<file path="src/logic/nocPkg.sv">
package nocPkg;

  localparam integer numPorts = 5;
  localparam integer portIdxWidth = 3;
  localparam integer lengthWidth = 12;
  localparam integer dataWidth = 16;

  // index of each port in req, timesUp and the flit array
  localparam logic [portIdxWidth-1:0] portL = portIdxWidth'(0);
  localparam logic [portIdxWidth-1:0] portN = portIdxWidth'(1);
  localparam logic [portIdxWidth-1:0] portE = portIdxWidth'(2);
  localparam logic [portIdxWidth-1:0] portW = portIdxWidth'(3);
  localparam logic [portIdxWidth-1:0] portS = portIdxWidth'(4);

  typedef enum logic [2:0]
  {
    flitNone = 3'd0,
    flitHead = 3'd1,
    flitBody = 3'd2,
    flitTail = 3'd3
  } flitKind;

  typedef struct packed
  {
    flitKind kind;
    logic [lengthWidth-1:0] length;  // valid on head flits
    logic [dataWidth-1:0] data;
  } flitT;

  // one-hot, bit n+1 belongs to port index n
  typedef enum logic [5:0]
  {
    grantIdle = 6'b000001,
    grantL = 6'b000010,
    grantN = 6'b000100,
    grantE = 6'b001000,
    grantW = 6'b010000,
    grantS = 6'b100000
  } grantT;

  typedef logic [numPorts-1:0] portMaskT;
  typedef flitT [numPorts-1:0] flitArrayT;

  // returns 1 and the port index when the grant names a single port
  function automatic logic grantOwner(input grantT g,
                                      output logic [portIdxWidth-1:0] idx);
    logic isPort;
    isPort = 1'b1;
    idx = portL;
    case (g)
      grantL: idx = portL;
      grantN: idx = portN;
      grantE: idx = portE;
      grantW: idx = portW;
      grantS: idx = portS;
      default: isPort = 1'b0;  // idle or not one-hot
    endcase
    return isPort;
  endfunction

endpackage

</file>
<file path="src/logic/leaseTimer.sv">
`timescale 1ns/1ns

module leaseTimer
(
  input  logic clk,
  input  logic rst,
  input  nocPkg::flitKind kind,
  input  logic [nocPkg::lengthWidth-1:0] length,
  input  logic runTimer,
  output logic timesUp
);

  import nocPkg::*;

  logic [lengthWidth-1:0] limit;  // lease length of the current packet
  logic [lengthWidth-1:0] count;  // cycles held so far

  // limit follows every head flit seen on this port,
  // granted or not
  always_ff @(posedge clk)
  begin
    if (rst)
    begin
      limit <= '0;
    end
    else if (kind == flitHead)
    begin
      limit <= length;
    end
  end

  always_ff @(posedge clk)
  begin
    if (rst)
    begin
      count <= '0;
    end
    else if (runTimer)
    begin
      count <= count + 1'b1;
    end
    else
    begin
      count <= '0;  // no lease running
    end
  end

  // a limit of 0 ends the lease after one cycle
  always_comb
  begin
    timesUp = (count == limit);
  end

endmodule

</file>
<file path="src/logic/grantFsm.sv">
`timescale 1ns/1ns

module grantFsm
(
  input  logic clk,
  input  logic rst,
  input  nocPkg::portMaskT req,
  input  nocPkg::portMaskT timesUp,
  output nocPkg::portMaskT runTimer,
  output nocPkg::grantT grant
);

  import nocPkg::*;

  grantT nextGrant;
  logic owned;                         // grant names a port
  logic [portIdxWidth-1:0] ownerIdx;   // index of that port
  logic holding;                       // owner keeps the output

  // first requester in cyclic order, looking at span ports from first on
  function automatic grantT scanFrom(input portMaskT reqs,
                                     input logic [portIdxWidth-1:0] first,
                                     input integer span);
    integer idx;
    logic found;
    grantT pick;
    found = 1'b0;
    pick = grantIdle;
    for (integer k = 0; k < numPorts; k++)
    begin
      idx = first + k;
      if (idx >= numPorts)
      begin
        idx = idx - numPorts;  // wrap past S back to L
      end
      if (!found && (k < span) && reqs[idx])
      begin
        found = 1'b1;
        pick = grantT'(grantL << idx);
      end
    end
    return pick;
  endfunction

  always_ff @(posedge clk)
  begin
    if (rst)
    begin
      grant <= grantIdle;
    end
    else
    begin
      grant <= nextGrant;
    end
  end

  always_comb
  begin
    owned = grantOwner(grant, ownerIdx);
    holding = owned && req[ownerIdx] && !timesUp[ownerIdx];
  end

  always_comb
  begin
    runTimer = '0;
    if (grant == grantIdle)
    begin
      nextGrant = scanFrom(req, portL, numPorts);  // fixed order from idle
    end
    else if (!owned)
    begin
      nextGrant = grantIdle;  // recover from a broken encoding
    end
    else if (holding)
    begin
      runTimer[ownerIdx] = 1'b1;
      nextGrant = grant;
    end
    else
    begin
      // the owner itself is left out, so it never wins twice in a row
      nextGrant = scanFrom(req, ownerIdx + 1'b1, numPorts - 1);
    end
  end

endmodule

</file>
<file path="src/logic/flitSelect.sv">
`timescale 1ns/1ns

module flitSelect
(
  input  logic clk,
  input  logic rst,
  input  nocPkg::grantT grant,
  input  nocPkg::flitArrayT inFlit,
  output nocPkg::flitT outFlit,
  output logic outValid
);

  import nocPkg::*;

  logic granted;
  logic [portIdxWidth-1:0] srcIdx;
  flitT selFlit;
  logic selValid;

  // one output column of the crossbar
  always_comb
  begin
    granted = grantOwner(grant, srcIdx);
    if (granted)
    begin
      selFlit = inFlit[srcIdx];
    end
    else
    begin
      selFlit = '{kind: flitNone, default: '0};
    end
    selValid = granted && (selFlit.kind != flitNone);
  end

  always_ff @(posedge clk)
  begin
    if (rst)
    begin
      outFlit <= '0;
      outValid <= 1'b0;
    end
    else
    begin
      outFlit <= selFlit;
      outValid <= selValid;  // empty slot on a granted port stays invalid
    end
  end

endmodule

</file>
<file path="src/logic/portArbiter.sv">
`timescale 1ns/1ns

module portArbiter
(
  input  logic clk,
  input  logic rst,
  input  nocPkg::portMaskT req,
  input  nocPkg::flitArrayT inFlit,
  output nocPkg::grantT grant,
  output nocPkg::flitT outFlit,
  output logic outValid
);

  import nocPkg::*;

  portMaskT runTimer;  // lease running, one bit per port
  portMaskT timesUp;   // lease used up, one bit per port

  // one lease timer per input port, loaded from that port's head flits
  generate
    for (genvar p = 0; p < numPorts; p++)
    begin : timerBank
      leaseTimer portTimer
      (
        .clk(clk),
        .rst(rst),
        .kind(inFlit[p].kind),
        .length(inFlit[p].length),
        .runTimer(runTimer[p]),
        .timesUp(timesUp[p])
      );
    end
  endgenerate

  grantFsm grantUnit
  (
    .clk(clk),
    .rst(rst),
    .req(req),
    .timesUp(timesUp),
    .runTimer(runTimer),
    .grant(grant)
  );

  // request to outFlit is two cycles, one here and one in the FSM
  flitSelect outSlice
  (
    .clk(clk),
    .rst(rst),
    .grant(grant),
    .inFlit(inFlit),
    .outFlit(outFlit),
    .outValid(outValid)
  );

endmodule

</file>
<file path="config.mk">
export PLATFORM = sky130hd
export DESIGN_NAME = portArbiter
export DESIGN_NICKNAME = d
export VERILOG_FILES = /design/src/logic/nocPkg.sv /design/src/logic/leaseTimer.sv /design/src/logic/grantFsm.sv /design/src/logic/flitSelect.sv /design/src/logic/portArbiter.sv
export SDC_FILE = /design/constraint.sdc
export NUM_CORES = 1
export LEC_CHECK = 0
export BUFFER_PORTS_ARGS = -buffer_cell sky130_fd_sc_hd__buf_2
export CORE_MARGIN = 2
export CORE_UTILIZATION = 25
export CTS_CLUSTER_SIZE = 12
export DETAILED_ROUTE_END_ITERATION = 16
export PLACE_DENSITY_LB_ADDON = 0.25
export SETUP_SLACK_MARGIN = 0.5
export SYNTH_ARGS = -nofsm -noshare
export SYNTH_HDL_FRONTEND = slang
export SYNTH_SLANG_ARGS = --single-unit
</file>
<file path="constraint.sdc">
create_clock -name clk -period 5.44 [get_ports clk]
set_clock_uncertainty 0.15 [all_clocks]
set_input_delay 0.272 -clock clk [delete_from_list [all_inputs] [get_ports clk]]
set_output_delay 0.272 -clock clk [all_outputs]
set_load 0.02 [all_outputs]
</file>
==> results of run 1 <==
==> registers in the layout, summed over array words and instances (netlist names) <==
| register | count |
|---|---|
| outSlice.outFlit | 31 |
| outSlice.outValid | 1 |
| timerBank.portTimer.count | 60 |
| timerBank.portTimer.limit | 60 |
| grantUnit.grant | 6 |
==> layer usage <==
metal  global-route usage, %  wire (µm)  up-vias
li1                        -          -     4192
met1                    21.8      14500     4009
met4                    5.50        656        2
met2                    29.0      14700      320
met3                    3.22       1980       33
met5                       0         13        -
==> how the worst min path moves through the flow <==
stage / end / slack [ns] / depth (start not counted)
finish: outSlice.outFlit[1]$_SDFF_PP0_ / 0.02 / 3
global route: outSlice.outFlit[6]$_SDFF_PP0_ / 0.005 / 3
CTS: outSlice.outFlit[1]$_SDFF_PP0_ / 0.0008 / 3
detailed placement: timerBank[4].portTimer.limit[6]$_SDFFE_PP0N_ / 0.31 / 2
global placement: timerBank[3].portTimer.limit[10]$_SDFFE_PP0N_ / 0.31 / 2
floorplan: timerBank[2].portTimer.limit[0]$_SDFFE_PP0N_ / 0.26 / 2
==> cell type report <==
class | count | area share [%]
multi-input combinational | 795 | 45.9
clock buffer | 18 | 3.78
tap | 455 | 4.90
clock inverter | 14 | 1.36
timing repair buffer | 290 | 16.1
inverter | 23 | 0.744
sequential | 158 | 27.2
antenna | 2 | 0.0431
==> report_power, final <==
part	internal, W	total, W	switching (W)
sequential	0.00119	0.00123	0.0000374
combinational	0.000274	0.000656	0.000383
clock	0.000698	0.00123	0.000537
==> worst reg2reg max path: stages (launching register included) <==
cell and delay [ns]:
sky130_fd_sc_hd__dfxtp_1 0.46, sky130_fd_sc_hd__or4_4 0.70, sky130_fd_sc_hd__nor2_2 0.17, sky130_fd_sc_hd__ha_1 0.15, sky130_fd_sc_hd__inv_1 0.07, sky130_fd_sc_hd__ha_1 0.29, sky130_fd_sc_hd__inv_1 0.24, sky130_fd_sc_hd__ha_1 0.32
sky130_fd_sc_hd__inv_1 0.16, sky130_fd_sc_hd__a21oi_1 0.23, sky130_fd_sc_hd__inv_1 0.10, sky130_fd_sc_hd__ha_1 0.34, sky130_fd_sc_hd__o31ai_1 0.46, sky130_fd_sc_hd__nor4_1 0.10, sky130_fd_sc_hd__nor4_1 0.45, sky130_fd_sc_hd__nor4_2 0.10
==> cells in the final DEF, fill, tap and decap left out, types with 3 or more instances in the layout <==
master                          count
sky130_fd_sc_hd__nand2b_1           8
sky130_fd_sc_hd__o31ai_1            5
sky130_fd_sc_hd__ha_1              19
sky130_fd_sc_hd__nand3b_1           3
sky130_fd_sc_hd__nor4_1            16
sky130_fd_sc_hd__nor2b_1            7
sky130_fd_sc_hd__and2_1             4
sky130_fd_sc_hd__inv_6              3
sky130_fd_sc_hd__dfxtp_1          158
sky130_fd_sc_hd__and3_1            27
sky130_fd_sc_hd__clkbuf_16         17
sky130_fd_sc_hd__dlygate4sd3_1     75
sky130_fd_sc_hd__a211oi_1          35
sky130_fd_sc_hd__nand2_1          114
sky130_fd_sc_hd__o21ai_0           13
sky130_fd_sc_hd__nor2_1           140
sky130_fd_sc_hd__mux2i_1           30
sky130_fd_sc_hd__nor3_1            17
sky130_fd_sc_hd__buf_2            199
sky130_fd_sc_hd__nand4_1           22
sky130_fd_sc_hd__o211a_1            3
sky130_fd_sc_hd__clkinvlp_4         4
sky130_fd_sc_hd__o22ai_1            7
sky130_fd_sc_hd__xnor2_1           70
sky130_fd_sc_hd__a222oi_1          28
sky130_fd_sc_hd__nor3b_1            3
sky130_fd_sc_hd__a21oi_1           50
sky130_fd_sc_hd__buf_4             16
sky130_fd_sc_hd__o211ai_1           6
sky130_fd_sc_hd__mux2_2            29
sky130_fd_sc_hd__nand3_1           33
sky130_fd_sc_hd__xor2_1            44
sky130_fd_sc_hd__inv_1             22
==> logic make-up (layout without fill, tap and decap cells) <==
kind of cell	Yosys count	after routing	share of synthesized area (%)
adder cells (fa/ha/maj)	20	20	2.93
XOR/XNOR	115	115	11.7
buffers and inverters	83	345	3.90
AND/OR/NAND/NOR	415	415	22.5
multiplexers	60	60	7.38
AO/OA/AOI/OAI	185	185	15.7
other	0	2	0
flip-flops	158	158	35.9
==> through the flow <==
| step | hold WS [ns] | power [W] | instances | worst slack [ns] | utilization (%) |
|---|---|---|---|---|---|
| 2_1_floorplan | 0.258 | 0.00163 | 1036 | 0.923 | - |
| 3_3_place_gp | 0.306 | 0.00186 | 1646 | 0.963 | 29.6 |
| 3_5_place_dp | 0.312 | 0.00186 | 1646 | 0.944 | 29.6 |
| 4_1_cts | 0.000760 | 0.00315 | 1753 | 0.915 | 33.5 |
| 5_1_grt | 0.00457 | 0.00325 | 1754 | 0.583 | 33.5 |
| 6_report | 0.0170 | 0.00312 | 1755 | 0.845 | 33.5 |
==> timing repair <==
item,in CTS,in global routing
hold endpoints to repair,86,0
hold buffers,75,0
endpoints found under the setup margin,0,0
==> qor.yml, run 1 <==
global_route:
  number_of_antenna_violations_at_the_first_check_in_global_routing: 3
  grt.total_usage_pct: 17.1
  number_of_global_route_vias_before_repair: 8202
  overflow_left_after_global_routing: 0
  grt_max_degree: 63
  grt_pass1_wl_um: 47300
setup_path:
  critical_path_required_ns: 5.60
  worst-r2r-cell-count: 15
  critical_path_sink: "grantUnit.grant[4]$_SDFFE_PP0P_"
  critical_path_depth: 15
  cp-end-kind: "flip-flop"
  worstPathArrival_ns: 4.76
  worstPathBufferInverterCount: 4
  cpLargestDelayFamily: "simple AND/OR/NAND/NOR gates"
  crit_path_max_incr_delay_ns: 0.69
  crit_start: "grantUnit.grant[1]$_SDFFE_PP0P_"
  critical_path.reg2reg.startpoint: "grantUnit.grant[1]$_SDFFE_PP0P_"
  timing.critical_path.cells: "or4_4 -> nor2_2 -> ha_1 -> inv_1 -> ha_1 -> inv_1 -> ha_1 -> inv_1 -> a21oi_1 -> inv_1 -> ha_1 -> o31ai_1 -> nor4_1 -> nor4_1 -> nor4_2"
  crit_slowest_cell: "sky130_fd_sc_hd__or4_4"
  critical_path_class: "flip-flop to flip-flop"
  r2r_end: "grantUnit.grant[4]$_SDFFE_PP0P_"
  setup.worst_path.start_class: "flip-flop"
  regToRegSetupSlack_ns: 0.85
  critPathMaxFanout: 12
timing:
  timing_worst_slew_pin_value_ns: 0.775
  clock.fmax_mhz: 218
  setup_viol: 0
  setup_tns_ns: 0
  rsz0062_at_grt: "no"
  timing.final.crit_period_ns: 4.59
  fin_max_slew_vios: 0
  layout_worst_path_cycle_share_pct: 84.5
  maxSlewHeadroom_pct: 48.2
  final_report_hold_violation_count: 0
clock_network:
  worst_skew_pair.late_latency_ns: 0.44
  cts.repair_timing.setup_buffer_count: 0
  clk_root_buffer_cell: "sky130_fd_sc_hd__clkbuf_16"
  clk_pin_slew_worst_paths_ns: 0.07
  cts_max_path_buffers: 2
  cts-resized-gates: 0
  clkSinkCount: 158
  cts_inserted_buffers: 17
  cts_tree: "done"
  cts_htree_levels: 4
floorplanning:
  dieWidth_um: 192
  boundaryPins: 200
  core.rowCount: 68
  start_util_pct: 25.4
  floorplan.die_area_um2: 36700
  standard_cell_core_area_um2: 34600
  die_y_um: 192
cells_and_area:
  nets: 1467
  fillerInstances: 3589
  layout-area-overhead-vs-synth_pct: 31.9
  post_route_cells_drive_above_1_share_pct: 23.7
  layout.cell_area.non_filler_um2: 11600
  layout.area.seq_um2: 3160
  multi_input_area_um2: 5320
place:
  detailed_place_hpwl_um: 23800
  port-buffer-count: 199
  area_after_detailed_placement_um2: 10300
  routability_cong: 0.873
logic_synthesis:
  most_common_cell_in_the_netlist: "sky130_fd_sc_hd__dfxtp_1"
  synth_nets: 1218
  ys_types: 80
  synthesis.yosys.warnings: 0
  synth.avg_cell_area_um2: 8.50
  ys_dominant_reg_cell: "sky130_fd_sc_hd__dfxtp_1"
  synth_edf_count: 0
  synth_commonest_cells: "sky130_fd_sc_hd__dfxtp_1 (158), sky130_fd_sc_hd__nor2_1 (140), sky130_fd_sc_hd__nand2_1 (115)"
  synth_area_leaders: "sky130_fd_sc_hd__dfxtp_1 (36%), sky130_fd_sc_hd__xnor2_1 (7.0%), sky130_fd_sc_hd__nor2_1 (6.0%)"
  post-synth-top-area-fraction_pct: 35.9
  synth.ff_latch_count: 158
  syn-cell-area_um2: 8800
  asyncSetResetFlopFracSynth_pct: 0
  part_of_the_yosys_area_used_for_sequential_elements_pct: 35.9
  netlist_instances: 1036
  synthDominantAreaCellType: "sky130_fd_sc_hd__dfxtp_1"
power_and_ir_drop:
  power_density_nw_per_um2: 269
  worst_vdd_ir_mv: 0.227
  p_leak_nw: 4.69
routing:
  drt_wl_total_um: 31900
  detailedRoute.firstPassIterationCount: 7
  post_drt_via_cell_ratio: 4.88
  drt_iter0_drc: 677
  number_of_remaining_drc_errors: 0
  ant_nets: 0
  wire_per_inst_um: 18.2
  via_count: 8556
min_path:
  timing.hold.worst.class: "primary input to flip-flop"
  min-delay-start: "inFlit[125]"
run_status:
  run_status: "finished clean"
job:
  cap_viol_max_count: 0
(Power assumes the default switching activity.)
==> inputs of run 2 (changes only) <==
==> constraint.sdc (replaced) <==
create_clock -name clk -period 4.5 [get_ports clk]
set_clock_uncertainty 0.15 [all_clocks]
set_input_delay 0.225 -clock clk [delete_from_list [all_inputs] [get_ports clk]]
set_output_delay 0.225 -clock clk [all_outputs]
set_load 0.02 [all_outputs]
==> run 2 against run 1 <==
  * Global-route usage increased by 0.48 points
  * Routed wire length rose by 2.7%
  * Clock power is 29% higher
  * Largest cell class unchanged
  * Highest routed layer is now met4
==> qor.yml, run 2 (synthesis gave the netlist of run 1 again) <==
setup_path:
  critical_path_required_ns: 4.68  # -0.92 ns
  cpLargestDelayFamily: "simple AND/OR/NAND/NOR gates"
  critPathMaxFanout: 10  # -2
  crit_slowest_cell: "sky130_fd_sc_hd__fa_2"
  worst-r2r-cell-count: 17  # +2
  cp-end-kind: "flip-flop"
  critical_path_depth: 17  # +2
  crit_path_max_incr_delay_ns: 0.46  # -0.23 ns
  setup.worst_path.start_class: "flip-flop"
  critical_path_class: "flip-flop to flip-flop"
  worstPathArrival_ns: 4.03  # -0.73 ns
  timing.critical_path.cells: "buf_6 -> nor4_4 -> o21ai_4 -> inv_2 -> ha_1 -> inv_2 -> ha_4 -> inv_4 -> fa_2 -> inv_1 -> nand3_1 -> a41oi_1 -> o211a_1 -> nand2_2 -> nor4_4 -> nor4_1 -> nor4_1"
  worstPathBufferInverterCount: 5  # +1
clock_network:
  clk_pin_slew_worst_paths_ns: 0.07  # about the same
  cts_inserted_buffers: 17  # unchanged
  clk_root_buffer_cell: "sky130_fd_sc_hd__clkbuf_16"
  cts_max_path_buffers: 2  # unchanged
  cts_tree: "done"
  clkSinkCount: 158  # unchanged
  worst_skew_pair.late_latency_ns: 0.43  # about the same
  cts_htree_levels: 4  # unchanged
floorplanning:
  boundaryPins: 200  # unchanged
  core.rowCount: 68  # unchanged
  die_y_um: 192  # unchanged
  dieWidth_um: 192  # unchanged
  floorplan.die_area_um2: 36700  # unchanged
  standard_cell_core_area_um2: 34600  # unchanged
  start_util_pct: 25.4  # unchanged
power_and_ir_drop:
  p_leak_nw: 4.81  # +2.5%
  worst_vdd_ir_mv: 0.290  # +28%
  combinationalPowerShare_pct: 23.4  # +2.3 points
  swShare_pct: 30.1  # -0.63 points
  power.total_w: 0.00398  # +28%
  p_int_w: 0.00278  # +29%
  power_density_nw_per_um2: 331  # +23%
  p_sw_w: 0.00120  # +25%
  seq_power_share_pct: 36.8  # -2.5 points
  clock_power_share_pct: 39.8  # +0.2 points
place:
  detailed_place_hpwl_um: 24500  # +2.9%
  routability_cong: 0.931  # +6.6%
  port-buffer-count: 199  # unchanged
  dp_worst_setup_slack_ns: 0.164  # -0.779 ns
timing:
  clock.fmax_mhz: 259  # +19%
  timing_worst_slew_pin_value_ns: 0.871  # +0.0959 ns
  final_report_hold_violation_count: 0  # unchanged
  layout_worst_path_cycle_share_pct: 85.7  # +1.2 points
  setup_tns_ns: 0  # unchanged
  timing.final.crit_period_ns: 3.86  # -0.739 ns
  final.hold.worst_slack_ns: 0.0245  # +0.00751 ns
  fin_max_slew_vios: 0  # unchanged
  maxSlewHeadroom_pct: 41.8  # -6.3 points
  rsz0062_at_grt: "no"
  setup_viol: 0  # unchanged
  final.setup.worst_slack_ns: 0.644  # -0.201 ns
cells_and_area:
  largest_registers: "timerBank.portTimer.count (60), timerBank.portTimer.limit (60), outSlice.outFlit (31)"
  fin_util_pct: 34.7  # +1.2 points
  fillerInstances: 3613  # +0.67%
  num_antenna_cells: 0  # -2
  layout-area-overhead-vs-synth_pct: 36.6
  mostFrequentLayoutCell: "sky130_fd_sc_hd__buf_2"
  nets: 1483  # +1.1%
  layout.area.seq_um2: 3170  # +0.12%
  multi_input_area_um2: 5560  # +4.5%
  post_route_cells_drive_above_1_share_pct: 27.1  # +3.4 points
  most-common-layout-cells: "sky130_fd_sc_hd__buf_2 (199), sky130_fd_sc_hd__dfxtp_1 (155), sky130_fd_sc_hd__nor2_1 (137), sky130_fd_sc_hd__nand2_1 (113), sky130_fd_sc_hd__dlygate4sd3_1 (77)"
global_route:
  number_of_antenna_violations_at_the_first_check_in_global_routing: 0  # -3
  grt_pass1_wl_um: 48500  # +2.3%
  number_of_global_route_vias_before_repair: 8383  # +2.2%
  grt_max_degree: 63  # unchanged
  grt.total_usage_pct: 17.6  # +0.48 points
  overflow_left_after_global_routing: 0  # unchanged
routing:
  drt_wl_total_um: 32800  # +2.7%
  drt_iter0_drc: 527  # -22%
  via_count: 8706  # +1.8%
  post_drt_via_cell_ratio: 4.92  # +0.95%
  wire_per_inst_um: 18.5  # +1.9%
  detailedRoute.firstPassIterationCount: 5  # -2
  number_of_remaining_drc_errors: 0  # unchanged
  ant_nets: 0  # unchanged
job:
  cap_viol_max_count: 0  # unchanged
run_status:
  run_status: "finished clean"
min_path:
  min_path_cells: 3  # unchanged
  timing.hold.worst.class: "primary input to flip-flop"
==> run 2: final timing paths <==
check,slack [ns],from,end
max,0.64,grantUnit.grant[5]$_SDFFE_PP0P_,grantUnit.grant[3]$_SDFFE_PP0P_
min,0.02,inFlit[133],outSlice.outFlit[9]$_SDFF_PP0_
max reg2reg,0.64,grantUnit.grant[5]$_SDFFE_PP0P_,grantUnit.grant[3]$_SDFFE_PP0P_
min reg2reg,0.32,timerBank[4].portTimer.limit[9]$_SDFFE_PP0N_,timerBank[4].portTimer.limit[9]$_SDFFE_PP0N_
==> run 2: repair_timing <==
action | in CTS | in global routing
gates resized for setup | 8 | 31
endpoints found under the hold margin | 88 | 0
setup buffers | 4 | 5
hold buffers | 77 | 0
endpoints found under the setup margin | 6 | 6
pin swaps | 4 | 15
==> run 2: through the flow <==
stage,instance area (µm²),cells
after floorplan,8870,1036
after global placement,10300,1651
after detailed placement,10300,1651
after CTS,11800,1764
after global routing,12000,1769
final,12000,1769
==> run 2: final cells by class <==
cell class / instances / area share [%]
tap: 455 / 4.73
clock buffer: 20 / 3.80
clock inverter: 12 / 1.53
sequential: 158 / 26.3
multi-input combinational: 795 / 46.2
inverter: 23 / 0.760
timing repair buffer: 306 / 16.6
==> run 2: worst register-to-register path: stages (launching register included) <==
cell and delay [ns]:
sky130_fd_sc_hd__dfxtp_1 0.32, sky130_fd_sc_hd__buf_6 0.15, sky130_fd_sc_hd__nor4_4 0.35, sky130_fd_sc_hd__o21ai_4 0.10, sky130_fd_sc_hd__inv_2 0.10, sky130_fd_sc_hd__ha_1 0.16, sky130_fd_sc_hd__inv_2 0.07, sky130_fd_sc_hd__ha_4 0.31
sky130_fd_sc_hd__inv_4 0.08, sky130_fd_sc_hd__fa_2 0.46, sky130_fd_sc_hd__inv_1 0.13, sky130_fd_sc_hd__nand3_1 0.08, sky130_fd_sc_hd__a41oi_1 0.26, sky130_fd_sc_hd__o211a_1 0.28, sky130_fd_sc_hd__nand2_2 0.14, sky130_fd_sc_hd__nor4_4 0.26
sky130_fd_sc_hd__nor4_1 0.09, sky130_fd_sc_hd__nor4_1 0.27
==> run 2: layer usage <==
| metal | up-vias | track usage (%) | wire, µm |
|---|---|---|---|
| li1 | 4217 | - | - |
| met1 | 4089 | 23.2 | 15000 |
| met2 | 356 | 28.9 | 14800 |
| met3 | 44 | 2.96 | 2000 |
| met4 | 0 | 5.95 | 872 |
| met5 | - | 0 | 0 |
==> run 2: power by group through the flow <==
| stage | clock network [W] | registers (W) | logic (W) |
|---|---|---|---|
| after floorplan | 0 | 0.00152 | 0.000477 |
| after global placement | 0 | 0.00149 | 0.000798 |
| after detailed placement | 0 | 0.00149 | 0.000795 |
| after CTS | 0.00162 | 0.00146 | 0.000870 |
| after global routing | 0.00168 | 0.00147 | 0.000998 |
| final | 0.00159 | 0.00146 | 0.000932 |
